$ cat src/common/rrag_consts.svh
`ifndef RRAG_CONSTS_SVH
`define RRAG_CONSTS_SVH

// queue depth, also decode's starting credit count
`define UOP_Q_DEPTH 8
// pointer and occupancy widths for the queue
`define UOP_PTR_WIDTH 3
`define UOP_CNT_WIDTH 4

// branch tag carried by every micro-op
`define UOP_TAG_WIDTH 3
// modifiable part: valid bit on top of the tag
`define UOP_M_WIDTH 4

// fixed payload fields
`define UOP_OP_WIDTH 4
`define UOP_EIP_WIDTH 32
`define UOP_IMM_WIDTH 16
// opcode + eip + immediate
`define UOP_N_WIDTH 52

// rrag side credits after reset
`define RRAG_CREDITS 4
`define RRAG_CRED_WIDTH 3

`endif

$ cat src/common/rrag_pkg.sv
package rrag_pkg;

    // micro-op opcodes as decode hands them over
    typedef enum logic [3:0] {
        OP_ADD    = 4'd0,
        OP_SUB    = 4'd1,
        OP_AND    = 4'd2,
        OP_OR     = 4'd3,
        OP_SHIFT  = 4'd4,
        OP_LOAD   = 4'd5,
        OP_STORE  = 4'd6,
        OP_BRANCH = 4'd7
    } uop_op_e;

    // what the issue stage does with the head this cycle
    typedef enum logic [1:0] {
        // nothing to pop, or no rrag credit
        ISSUE_IDLE = 2'd0,
        // head was squashed, pop it quietly
        ISSUE_DROP = 2'd1,
        // head is live, pop and send to rrag
        ISSUE_SEND = 2'd2
    } issue_state_e;

endpackage

$ cat src/queue/uop_queue.sv
`include "rrag_consts.svh"

module uop_queue
    import rrag_pkg::*;
(
    input  logic                                   clk,
    input  logic                                   arst_n,
    // decode write side
    input  logic                                   wr,
    input  logic [`UOP_TAG_WIDTH-1:0]              in_tag,
    input  uop_op_e                                in_op,
    input  logic [`UOP_EIP_WIDTH-1:0]              in_eip,
    input  logic [`UOP_IMM_WIDTH-1:0]              in_imm,
    // issue side
    input  logic                                   pop,
    // in-place modify port
    input  logic [`UOP_Q_DEPTH-1:0]                modify_vector,
    input  logic [`UOP_M_WIDTH*`UOP_Q_DEPTH-1:0]   new_m_vector,
    output logic [`UOP_M_WIDTH*`UOP_Q_DEPTH-1:0]   old_m_vector,
    // head entry
    output logic [`UOP_M_WIDTH-1:0]                head_m,
    output uop_op_e                                head_op,
    output logic [`UOP_EIP_WIDTH-1:0]              head_eip,
    output logic [`UOP_IMM_WIDTH-1:0]              head_imm,
    // status and credit return
    output logic                                   empty,
    output logic                                   full,
    output logic                                   in_credit
);

    // modifiable fields, {valid, tag} per entry
    logic [`UOP_M_WIDTH-1:0] m_mem [`UOP_Q_DEPTH];
    // fixed fields, {op, eip, imm} per entry
    logic [`UOP_N_WIDTH-1:0] n_mem [`UOP_Q_DEPTH];

    logic [`UOP_PTR_WIDTH-1:0] wr_ptr;
    logic [`UOP_PTR_WIDTH-1:0] rd_ptr;
    logic [`UOP_CNT_WIDTH-1:0] count;

    logic                      do_wr;
    logic                      do_pop;
    logic [`UOP_N_WIDTH-1:0]   head_n;

    // circular pointer advance
    function automatic logic [`UOP_PTR_WIDTH-1:0] ptr_inc(
        input logic [`UOP_PTR_WIDTH-1:0] ptr
    );
        if (ptr == `UOP_PTR_WIDTH'(`UOP_Q_DEPTH - 1)) begin
            return '0;
        end
        return ptr + 1'b1;
    endfunction

    assign empty = (count == '0);
    assign full  = (count == `UOP_CNT_WIDTH'(`UOP_Q_DEPTH));

    // ignore a write into a full queue or a pop from an empty one
    assign do_wr  = wr & ~full;
    assign do_pop = pop & ~empty;

    // pointers and occupancy
    always_ff @(posedge clk or negedge arst_n) begin
        if (!arst_n) begin
            wr_ptr <= '0;
            rd_ptr <= '0;
            count  <= '0;
        end else begin
            if (do_wr) begin
                wr_ptr <= ptr_inc(wr_ptr);
            end
            if (do_pop) begin
                rd_ptr <= ptr_inc(rd_ptr);
            end
            case ({do_wr, do_pop})
                2'b10:   count <= count + 1'b1;
                2'b01:   count <= count - 1'b1;
                default: count <= count;
            endcase
        end
    end

    // modifiable part
    // modify vector first, then the write at the tail
    // the tail slot is free, so a write never loses a stored entry
    always_ff @(posedge clk or negedge arst_n) begin
        if (!arst_n) begin
            for (int i = 0; i < `UOP_Q_DEPTH; i++) begin
                m_mem[i] <= '0;
            end
        end else begin
            for (int i = 0; i < `UOP_Q_DEPTH; i++) begin
                if (modify_vector[i]) begin
                    m_mem[i] <= new_m_vector[i*`UOP_M_WIDTH +: `UOP_M_WIDTH];
                end
            end
            // new entry always starts valid
            if (do_wr) begin
                m_mem[wr_ptr] <= {1'b1, in_tag};
            end
        end
    end

    // fixed payload, written once and never modified
    always_ff @(posedge clk) begin
        if (do_wr) begin
            n_mem[wr_ptr] <= {in_op, in_eip, in_imm};
        end
    end

    // whole modifiable array for squash control
    always_comb begin
        for (int i = 0; i < `UOP_Q_DEPTH; i++) begin
            old_m_vector[i*`UOP_M_WIDTH +: `UOP_M_WIDTH] = m_mem[i];
        end
    end

    // head entry
    assign head_m   = m_mem[rd_ptr];
    assign head_n   = n_mem[rd_ptr];
    assign head_op  = uop_op_e'(head_n[`UOP_N_WIDTH-1 -: `UOP_OP_WIDTH]);
    assign head_eip = head_n[`UOP_IMM_WIDTH +: `UOP_EIP_WIDTH];
    assign head_imm = head_n[`UOP_IMM_WIDTH-1:0];

    // one credit back to decode per pop, one cycle later
    always_ff @(posedge clk or negedge arst_n) begin
        if (!arst_n) begin
            in_credit <= 1'b0;
        end else begin
            in_credit <= do_pop;
        end
    end

endmodule

$ cat src/logic/squash_ctrl.sv
`include "rrag_consts.svh"

module squash_ctrl (
    // squash request from the branch side
    input  logic                                   squash_valid,
    input  logic [`UOP_TAG_WIDTH-1:0]              squash_tag,
    // current modifiable fields of all entries
    input  logic [`UOP_M_WIDTH*`UOP_Q_DEPTH-1:0]   old_m_vector,
    // entries to rewrite, and what they become
    output logic [`UOP_Q_DEPTH-1:0]                modify_vector,
    output logic [`UOP_M_WIDTH*`UOP_Q_DEPTH-1:0]   new_m_vector
);

    // one compare per queue slot
    for (genvar i = 0; i < `UOP_Q_DEPTH; i++) begin : g_entry
        logic [`UOP_M_WIDTH-1:0]   old_m;
        logic                      old_valid;
        logic [`UOP_TAG_WIDTH-1:0] old_tag;
        logic                      tag_hit;

        // unpack {valid, tag}
        assign old_m     = old_m_vector[i*`UOP_M_WIDTH +: `UOP_M_WIDTH];
        assign old_valid = old_m[`UOP_M_WIDTH-1];
        assign old_tag   = old_m[`UOP_TAG_WIDTH-1:0];

        assign tag_hit = (old_tag == squash_tag);

        // only live entries with the squashed tag get rewritten
        assign modify_vector[i] = squash_valid & old_valid & tag_hit;

        // tag stays, valid bit drops
        // issue side sees the cleared bit and drops the entry
        assign new_m_vector[i*`UOP_M_WIDTH +: `UOP_M_WIDTH] = {1'b0, old_tag};
    end

endmodule

$ cat src/logic/issue_ctrl.sv
`include "rrag_consts.svh"

module issue_ctrl
    import rrag_pkg::*;
(
    input  logic                       clk,
    input  logic                       arst_n,
    // queue head
    input  logic                       empty,
    input  logic [`UOP_M_WIDTH-1:0]    head_m,
    input  uop_op_e                    head_op,
    input  logic [`UOP_EIP_WIDTH-1:0]  head_eip,
    input  logic [`UOP_IMM_WIDTH-1:0]  head_imm,
    // credit return pulse from rrag
    input  logic                       out_credit,
    // pop back to the queue
    output logic                       pop,
    // micro-op to rrag
    output logic                       out_valid,
    output uop_op_e                    out_op,
    output logic [`UOP_EIP_WIDTH-1:0]  out_eip,
    output logic [`UOP_IMM_WIDTH-1:0]  out_imm
);

    issue_state_e               state;
    logic [`RRAG_CRED_WIDTH-1:0] credits;
    logic                       head_valid;
    logic                       send;

    // valid bit sits above the tag
    assign head_valid = head_m[`UOP_M_WIDTH-1];

    // pick this cycle's action from the head and the credit count
    // squashed heads go regardless of credits, they cost rrag nothing
    always_comb begin
        if (empty) begin
            state = ISSUE_IDLE;
        end else if (!head_valid) begin
            state = ISSUE_DROP;
        end else if (credits != '0) begin
            state = ISSUE_SEND;
        end else begin
            // live head but rrag is full, wait in the queue
            state = ISSUE_IDLE;
        end
    end

    assign send = (state == ISSUE_SEND);
    // at most one pop per cycle, for a drop or a send
    assign pop  = (state == ISSUE_DROP) || send;

    // rrag credit counter
    // send and return in the same cycle cancel out
    always_ff @(posedge clk or negedge arst_n) begin
        if (!arst_n) begin
            credits <= `RRAG_CRED_WIDTH'(`RRAG_CREDITS);
        end else begin
            case ({send, out_credit})
                2'b10:   credits <= credits - 1'b1;
                2'b01:   credits <= credits + 1'b1;
                default: credits <= credits;
            endcase
        end
    end

    // out_valid one cycle after the pop edge
    always_ff @(posedge clk or negedge arst_n) begin
        if (!arst_n) begin
            out_valid <= 1'b0;
        end else begin
            out_valid <= send;
        end
    end

    // payload only loads on a send
    always_ff @(posedge clk) begin
        if (send) begin
            out_op  <= head_op;
            out_eip <= head_eip;
            out_imm <= head_imm;
        end
    end

endmodule

$ cat src/logic/decode_rrag_top.sv
`include "rrag_consts.svh"

module decode_rrag_top
    import rrag_pkg::*;
(
    input  logic                       clk,
    input  logic                       arst_n,
    // decode
    input  logic                       in_valid,
    input  logic [`UOP_TAG_WIDTH-1:0]  in_tag,
    input  uop_op_e                    in_op,
    input  logic [`UOP_EIP_WIDTH-1:0]  in_eip,
    input  logic [`UOP_IMM_WIDTH-1:0]  in_imm,
    output logic                       in_credit,
    // branch squash
    input  logic                       squash_valid,
    input  logic [`UOP_TAG_WIDTH-1:0]  squash_tag,
    // rrag
    input  logic                       out_credit,
    output logic                       out_valid,
    output uop_op_e                    out_op,
    output logic [`UOP_EIP_WIDTH-1:0]  out_eip,
    output logic [`UOP_IMM_WIDTH-1:0]  out_imm
);

    // queue <-> squash control
    logic [`UOP_M_WIDTH*`UOP_Q_DEPTH-1:0] old_m_vector;
    logic [`UOP_M_WIDTH*`UOP_Q_DEPTH-1:0] new_m_vector;
    logic [`UOP_Q_DEPTH-1:0]              modify_vector;

    // queue <-> issue control
    logic [`UOP_M_WIDTH-1:0]   head_m;
    uop_op_e                   head_op;
    logic [`UOP_EIP_WIDTH-1:0] head_eip;
    logic [`UOP_IMM_WIDTH-1:0] head_imm;
    logic                      empty;
    logic                      full;
    logic                      pop;

    uop_queue uop_queue_i (
        .clk           (clk),
        .arst_n        (arst_n),
        .wr            (in_valid),
        .in_tag        (in_tag),
        .in_op         (in_op),
        .in_eip        (in_eip),
        .in_imm        (in_imm),
        .pop           (pop),
        .modify_vector (modify_vector),
        .new_m_vector  (new_m_vector),
        .old_m_vector  (old_m_vector),
        .head_m        (head_m),
        .head_op       (head_op),
        .head_eip      (head_eip),
        .head_imm      (head_imm),
        .empty         (empty),
        .full          (full),
        .in_credit     (in_credit)
    );

    squash_ctrl squash_ctrl_i (
        .squash_valid  (squash_valid),
        .squash_tag    (squash_tag),
        .old_m_vector  (old_m_vector),
        .modify_vector (modify_vector),
        .new_m_vector  (new_m_vector)
    );

    issue_ctrl issue_ctrl_i (
        .clk        (clk),
        .arst_n     (arst_n),
        .empty      (empty),
        .head_m     (head_m),
        .head_op    (head_op),
        .head_eip   (head_eip),
        .head_imm   (head_imm),
        .out_credit (out_credit),
        .pop        (pop),
        .out_valid  (out_valid),
        .out_op     (out_op),
        .out_eip    (out_eip),
        .out_imm    (out_imm)
    );

endmodule

$ cat config.mk
export PLATFORM = sky130hd
export DESIGN_NAME = decode_rrag_top
export DESIGN_NICKNAME = d
export VERILOG_FILES = /design/src/common/rrag_pkg.sv /design/src/queue/uop_queue.sv /design/src/logic/squash_ctrl.sv /design/src/logic/issue_ctrl.sv /design/src/logic/decode_rrag_top.sv
export VERILOG_INCLUDE_DIRS = /design/src /design/src/common
export SDC_FILE = /design/constraint.sdc
export NUM_CORES = 1
export LEC_CHECK = 0
export ABC_AREA = 0
export BUFFER_PORTS_ARGS = -buffer_cell sky130_fd_sc_hd__buf_4
export CAP_MARGIN = 0
export CELL_PAD_IN_SITES_DETAIL_PLACEMENT = 1
export CELL_PAD_IN_SITES_GLOBAL_PLACEMENT = 2
export CORE_ASPECT_RATIO = 1.5
export CORE_MARGIN = 2
export CORE_UTILIZATION = 45
export DETAILED_ROUTE_END_ITERATION = 10
export GPL_TIMING_DRIVEN = 0
export PLACE_DENSITY_LB_ADDON = 0.1
export SYNTH_ARGS = -nofsm -noshare
export SYNTH_HDL_FRONTEND = slang
export SYNTH_SLANG_ARGS = --single-unit
$ cat constraint.sdc
create_clock -name clk -period 14.4 [get_ports clk]
set_input_delay 2.88 -clock clk [delete_from_list [all_inputs] [get_ports clk]]
set_output_delay 2.88 -clock clk [all_outputs]
set_load 0.05 [all_outputs]
==> impl_metrics.csv, run 1 <==
group,metric,value,unit
yosys,seq_area_frac_synth,77.9,%
power_and_ir_drop,irDropWorstVdd,0.216,mV
run,max_cap_violations,0,
clocking,clock-root-buffer,"clkbuf_16",
clocking,h-tree-depth,2,
timing,tightestPinTransition,0.937,ns
final_layout,final_util,54.2,%
final_layout,nets,1127,
min_path,hold_path.class,"flip-flop to flip-flop",
die,initial_utilization,45.5,%
detailed_routing,drt-initial-drc-count,724,
final_layout,layout-drive-gt1-share,41.2,%
yosys,synth_seq_cells,515,
yosys,synth_cell_types,35,
timing,fin_crit_sh,31.8,%
worst_setup_path,worst_ep_required_time,14.83,ns
detailed_routing,wire_per_inst,24.9,um
power_and_ir_drop,power_frac_comb,35.7,%
power_and_ir_drop,p_sw,1.72,mW
power_and_ir_drop,p_int,3.57,mW
grt,grtUsageTotal,18.8,%
die,die_area,45200,sq um
timing,setup_viol,0,
worst_setup_path,setup.worst_path.class,"flip-flop to flip-flop",
status,outcome,"complete, no violations",
final_layout,areaGrowthSynthToFinish,19.0,%
grt,grt_antenna_before_repair,2,
grt,gr-total-overflow,0,
worst_setup_path,path_cells,"buf_2 -> buf_4 -> buf_2 -> mux4_2 -> mux2i_1 -> nor3_1 -> ha_4 -> nor2_1 -> ha_1 -> ha_1 -> or4b_2 -> o311ai_0 -> o211ai_1",
detailed_routing,num_vias,8996,
detailed_routing,detail_route.first_pass.iterations,4,
clocking,clockBufferDepth,3,
timing,tns,0,ns
place,dp_hpwl,27100,um
final_layout,fin_area,23300,sq um
place,placed_area,21700,sq um
clocking,clk_pin_slew_worst_paths,0.06,ns
yosys,ys_warn_count,0,
timing,period_needed,4.58,ns
worst_setup_path,critPathLaunchType,"flip-flop",
detailed_routing,postRouteAntennaNets,0,
yosys,syn_nets,917,
power_and_ir_drop,p_leak,7.84,nW
timing,slew_viol_final,0,
place,gp_congestion,0.658,
timing,hold_violations,0,
die,core_area,42900,sq um
worst_setup_path,slowest_stage,"or4b_2",
die,core.rowCount,93,
die,die_width,174,um
grt,grt_pass1_wl,62500,um
clocking,cts-hold-fix-buffers,0,
clocking,post-cts-setup-buffer-count,0,
power_and_ir_drop,switching_share,32.6,%
clocking,cts_sinks,515,
worst_setup_path,critPathCaptureType,"flip-flop",
grt,grt_pass1_vias,9876,
worst_setup_path,cpPeakStageDelay,0.67,ns
timing,rsz0062_at_grt,"false",
yosys,avgSynthCellArea,23.2,sq um
clocking,postCtsResizedCells,0,
worst_setup_path,cp_num_buf_inv,3,
worst_setup_path,cp_max_fo,10,
worst_setup_path,critical_path_arrival,5.01,ns
worst_setup_path,critPathTopFamily,"simple AND/OR/NAND/NOR gates",
detailed_routing,wl,41300,um
die,die_h,259,um
die,ios,117,
place,io_buffers,112,
timing,layout_setup_ws,9.82,ns
timing,fmax,218,MHz
timing,relSlewSlack,37.2,%
power_and_ir_drop,pwr-share-clk,23.5,%
yosys,synth_cells,843,
timing,skew,0.0160,ns
clocking,numCtsBuffers,48,
power_and_ir_drop,seq_power_share,40.8,%
detailed_routing,vias_per_cell,5.42,
clocking,insertion_delay,0.56,ns
yosys,syn_area,19500,sq um
power_and_ir_drop,power_density,228,nW/um^2
grt,grt_max_degree,48,
clocking,cts_tree,"built",
detailed_routing,drc,0,
place,place_ws,9.37,ns
power_and_ir_drop,power,5.29,mW
final_layout,fillCellCount,3735,
==> placed cells by master (no fill, tap or decap), types with 13 or more instances in the layout <==
| cell | Yosys | layout |
|---|---|---|
| mux2_2 | 84 | 84 |
| mux4_2 | 106 | 106 |
| dfrtp_1 | 46 | 46 |
| edfxtp_1 | 468 | 468 |
| clkbuf_16 | 0 | 49 |
| buf_2 | 13 | 13 |
| xnor2_1 | 26 | 26 |
| buf_6 | 0 | 26 |
| buf_4 | 1 | 125 |
| clkbuf_1 | 16 | 24 |
==> power groups by stage <==
stage	Clock, mW	Sequential (mW)	Combinational, mW
2_1_floorplan	0	2.46	1.01
3_3_place_gp	0	2.24	1.81
3_5_place_dp	0	2.19	1.94
4_1_cts	1.28	2.17	1.95
5_1_grt	1.32	2.19	2.04
6_report	1.24	2.16	1.89
==> routing by layer <==
layer,global-route usage (%),share of wire [%]
met2,33.8,53
met3,2.99,4.2
met1,23.7,41
met5,0,0.046
met4,5.51,2.1
==> synthesized netlist by cell type <==
cell type,n,area [sq um]
ha_1,9,113
dfrtp_1,46,1150
nand3_1,2,10.0
a2111o_1,1,11.3
clkbuf_2,1,5.00
nor3b_1,3,22.5
or4b_2,3,30.0
nor2b_1,1,6.26
nor3_1,4,20.0
mux2i_1,2,20.0
nand2_1,3,11.3
mux2_2,84,946
nor4_2,1,12.5
nand2b_1,3,18.8
fa_1,2,40.0
a21o_1,8,60.1
edfxtp_1,468,14100
inv_1,8,30.0
o311ai_0,1,8.76
mux4_2,106,2390
clkbuf_1,16,60.1
o21ai_0,1,5.00
nor4_1,2,12.5
nor2_1,4,15.0
buf_4,1,7.51
a21oi_1,2,10.0
nand4_1,8,50.1
xnor2_1,26,228
nor4b_2,2,30.0
buf_2,13,65.1
o211ai_1,1,7.51
buf_1,6,22.5
xor2_1,3,26.3
nor4b_4,1,23.8
dfstp_2,1,26.3
==> worst reg2reg max path, delay by kind of cell, from the launching register on <==
| family | cells | cell delay [ns] |
|---|---|---|
| fa+ha+maj | 3 | 1.03 |
| simple gates | 3 | 1.22 |
| flops | 1 | 0.37 |
| compound gates | 2 | 0.25 |
| mux | 2 | 0.66 |
| buf+inv | 3 | 0.93 |
==> final cells by class <==
class	count	area (sq um)	share of cell area, %
clock buffer	58	1270	5.46
sequential	515	15200	65.5
multi-input combinational	283	4180	18.0
buffer	37	160	0.688
inverter	8	35.0	0.151
tap	570	713	3.07
antenna	1	2.50	0.0108
timing repair buffer	160	1400	6.03
clock inverter	29	267	1.15
==> flip-flops by register name, summed over array words and instances, names as in the netlist, 3 cells and up <==
register,count
issue_ctrl_i.credits,3
issue_ctrl_i.out_eip,32
issue_ctrl_i.out_imm,16
issue_ctrl_i.out_op,4
uop_queue_i.count,4
uop_queue_i.n_mem,416
uop_queue_i.old_m_vector,32
uop_queue_i.rd_ptr,3
uop_queue_i.wr_ptr,3
==> cell families after synthesis <==
group           count (synthesis)  synth area share, %
compound gates                 14                0.525
xor+xnor                       29                 1.30
fa+ha+maj                      11                0.781
buf+inv                        45                0.973
flops                         515                 77.9
mux                           192                 17.2
simple gates                   37                 1.34
==> through the flow <==
stage                     cells  hold slack (ns)
after floorplan             843            0.444
after global placement     1525            0.458
after detailed placement   1573            0.467
after CTS                  1660            0.483
after global routing       1661            0.508
final                      1661            0.476
==> final timing paths <==
path | start | end | slack, ns | depth (start not counted)
max reg2reg | uop_queue_i.rd_ptr[0] | uop_queue_i.count[3] | 9.82 | 13
min | uop_queue_i.old_m_vector[3] | uop_queue_i.old_m_vector[3] | 0.48 | 1
min reg2reg | uop_queue_i.old_m_vector[3] | uop_queue_i.old_m_vector[3] | 0.48 | 1
max | uop_queue_i.rd_ptr[0] | uop_queue_i.count[3] | 9.82 | 13
max in group asynchronous | arst_n | uop_queue_i.old_m_vector[22] | 11.62 | 1
min in group asynchronous | arst_n | uop_queue_i.count[2] | 2.33 | 1
Note: power is estimated with default switching activity, not from simulation.
==> run 2: changes to the inputs <==
--- a/config.mk
+++ b/config.mk
@@ -13,7 +13,7 @@
 export CELL_PAD_IN_SITES_GLOBAL_PLACEMENT = 2
 export CORE_ASPECT_RATIO = 1.5
 export CORE_MARGIN = 2
-export CORE_UTILIZATION = 45
+export CORE_UTILIZATION = 44
 export DETAILED_ROUTE_END_ITERATION = 10
 export GPL_TIMING_DRIVEN = 0
 export PLACE_DENSITY_LB_ADDON = 0.1
==> constraint.sdc (replaced) <==
create_clock -name clk -period 3.81 [get_ports clk]
set_input_delay 0.762 -clock clk [delete_from_list [all_inputs] [get_ports clk]]
set_output_delay 0.762 -clock clk [all_outputs]
set_load 0.05 [all_outputs]
==> run 2 against run 1 <==
Effect of this change:
- sequential cell count is the same
- first-iteration DRC count shrank 13%
- largest power group unchanged
- clock skew grew 0.0084 ns
- design area grew 0.11%
==> impl_metrics.csv, run 2 (same netlist as run 1, synthesis figures left out) <==
group,metric,value,unit
place,placed_area,21800,sq um
clocking,clock-root-buffer,"clkbuf_16",
grt,grt_max_degree,48,
power_and_ir_drop,p_sw,6.61,mW
final_layout,fillCellCount,3841,
worst_setup_path,cp_max_fo,10,
timing,fin_crit_sh,95.1,%
worst_setup_path,slowest_stage,"or4b_2",
power_and_ir_drop,power_frac_comb,36.8,%
final_layout,final_util,53.1,%
die,ios,117,
worst_setup_path,reg2reg_to,"uop_queue_i.count[3]",
timing,period_needed,3.62,ns
clocking,clockBufferDepth,3,
clocking,clk_pin_slew_worst_paths,0.07,ns
worst_setup_path,critPathLaunchType,"flip-flop",
worst_setup_path,r2r_start,"uop_queue_i.rd_ptr[0]",
worst_setup_path,endpoint,"uop_queue_i.count[3]",
clocking,h-tree-depth,2,
grt,grt_pass1_wl,62600,um
timing,setup_viol,0,
final_layout,seq_area,15200,sq um
final_layout,mostFrequentLayoutCells,"468 x edfxtp_1, 116 x buf_4, 106 x mux4_2",
grt,grt_antenna_before_repair,1,
power_and_ir_drop,pwr-share-clk,22.6,%
clocking,cts_sinks,515,
detailed_routing,drc,0,
timing,tightestPinTransition,0.947,ns
timing,rsz0062_at_grt,"false",
timing,fmax,276,MHz
worst_setup_path,worst_ep_required_time,4.24,ns
power_and_ir_drop,p_leak,7.80,nW
worst_setup_path,crit_start,"uop_queue_i.rd_ptr[0]",
worst_setup_path,critPathTopFamily,"adder cells",
place,gp_congestion,0.693,
worst_setup_path,crit_path_frequent_cell,"ha_4",
min_path,hold_path.class,"input port to async pin",
die,core_area,43900,sq um
worst_setup_path,crit_cells,12,
detailed_routing,postRouteAntennaNets,0,
run,max_cap_violations,0,
timing,relSlewSlack,36.6,%
place,dp_hpwl,26200,um
die,core.rowCount,94,
timing,skew,0.0244,ns
final_layout,final_common_cell,"edfxtp_1",
power_and_ir_drop,p_int,13.5,mW
final_layout,largest_reg_flops,416,
die,die_width,176,um
detailed_routing,wire_per_inst,24.8,um
worst_setup_path,cpPeakStageDelay,0.67,ns
power_and_ir_drop,power_density,862,nW/um^2
power_and_ir_drop,power,20.1,mW
final_layout,nets,1114,
worst_setup_path,critPathCaptureType,"flip-flop",
grt,gr-total-overflow,0,
die,die_h,262,um
final_layout,areaGrowthSynthToFinish,19.1,%
final_layout,antennaDiodeCount,0,
place,io_buffers,112,
power_and_ir_drop,irDropWorstVdd,0.862,mV
detailed_routing,drt-initial-drc-count,633,
clocking,numCtsBuffers,47,
clocking,cts_tree,"built",
detailed_routing,vias_per_cell,5.37,
worst_setup_path,setup.worst_path.class,"flip-flop to flip-flop",
final_layout,layout-drive-gt1-share,40.7,%
worst_setup_path,r2r_cells,12,
final_layout,fin_area,23300,sq um
worst_setup_path,cp_num_buf_inv,2,
final_layout,largest-register,"uop_queue_i.n_mem",
grt,grt_pass1_vias,9841,
timing,hold_violations,0,
place,placedCellCount,1565,
worst_setup_path,rrSetupSlack,0.19,ns
worst_setup_path,critical_path_arrival,4.06,ns
clocking,insertion_delay,0.57,ns
worst_setup_path,path_cells,"buf_4 -> buf_12 -> mux4_2 -> mux2i_4 -> nor3_1 -> ha_4 -> nor2_4 -> ha_4 -> ha_1 -> or4b_2 -> o311ai_0 -> o211ai_1",
power_and_ir_drop,switching_share,32.9,%
die,die_area,46200,sq um
final_layout,multi_input_area,4230,sq um
grt,grtUsageTotal,18.4,%
final_layout,layout.cells.non_filler,1654,
clocking,cts-hold-fix-buffers,0,
die,initial_utilization,44.6,%
detailed_routing,detail_route.first_pass.iterations,5,
detailed_routing,num_vias,8874,
timing,slew_viol_final,0,
detailed_routing,wl,41000,um
power_and_ir_drop,seq_power_share,40.6,%
status,outcome,"complete, no violations",
==> run 2: cell types whose count changed in the layout (fill, tap and decap cells not counted), sizes merged <==
| cell | delta |
|---|---|
| clkbuf | -5 |
| bufinv | -2 |
| inv | +4 |
| clkinv | +6 |
| diode | -1 |
| buf | -12 |
| clkinvlp | -3 |
==> run 2: power by group through the flow <==
stage	clock, mW	sequential (mW)	combinational (mW)
after global routing	4.86	8.27	7.97
after detailed placement	0	8.28	7.38
after floorplan	0	9.28	3.85
after global placement	0	8.36	6.87
after CTS	4.67	8.17	7.55
final	4.53	8.15	7.39
==> run 2: layout make-up <==
type | count | share of cell area (%)
clock buffers | 53 | 5.23
well taps | 576 | 3.09
flip-flops and latches | 515 | 65.4
inverters | 8 | 0.150
multi-input cells | 283 | 18.2
repair buffers | 148 | 6.09
plain buffers | 37 | 0.806
clock inverters | 34 | 1.04
==> run 2: repair_timing <==
action,4_1_cts,5_1_grt
pin swaps,0,1
gates resized for setup,13,1
buffers inserted,0,2
setup endpoints to repair,5,1
==> run 2: how the worst min path moves through the flow <==
stage	startpoint	to	slack, ns	cells after the start
floorplan	uop_queue_i.old_m_vector[27]	uop_queue_i.old_m_vector[27]	0.44	1
global placement	uop_queue_i.old_m_vector[11]	uop_queue_i.old_m_vector[11]	0.46	1
global route	arst_n	uop_queue_i.count[2]	0.26	1
detailed placement	uop_queue_i.old_m_vector[31]	uop_queue_i.old_m_vector[31]	0.47	1
CTS	arst_n	uop_queue_i.count[2]	0.22	1
finish	arst_n	uop_queue_i.count[3]	0.22	1
==> run 2: per-layer routing <==
layer	share of wire (%)	GRT usage (%)
met1	42	24.3
met2	52	31.7
met3	4.4	3.18
met4	1.8	4.87
met5	0.039	0
==> run 2: through the flow <==
step                hold slack (ns)  setup WS, ns  setup TNS, ns
global placement              0.457         -4.55        -937.59
floorplan                     0.444        -0.831         -78.51
detailed placement            0.466        -0.936          -1.63
finish                        0.218         0.186              0
global route                  0.256        0.0212              0
CTS                           0.218        0.0119              0
==> run 2: worst reg2reg max path: stages (launching register included) <==
cell      delay, ns
dfrtp_1        0.38
buf_4          0.20
buf_12         0.17
mux4_2         0.57
mux2i_4        0.19
nor3_1         0.11
ha_4           0.33
nor2_4         0.04
ha_4           0.23
ha_1           0.34
or4b_2         0.67
o311ai_0       0.12
o211ai_1       0.13
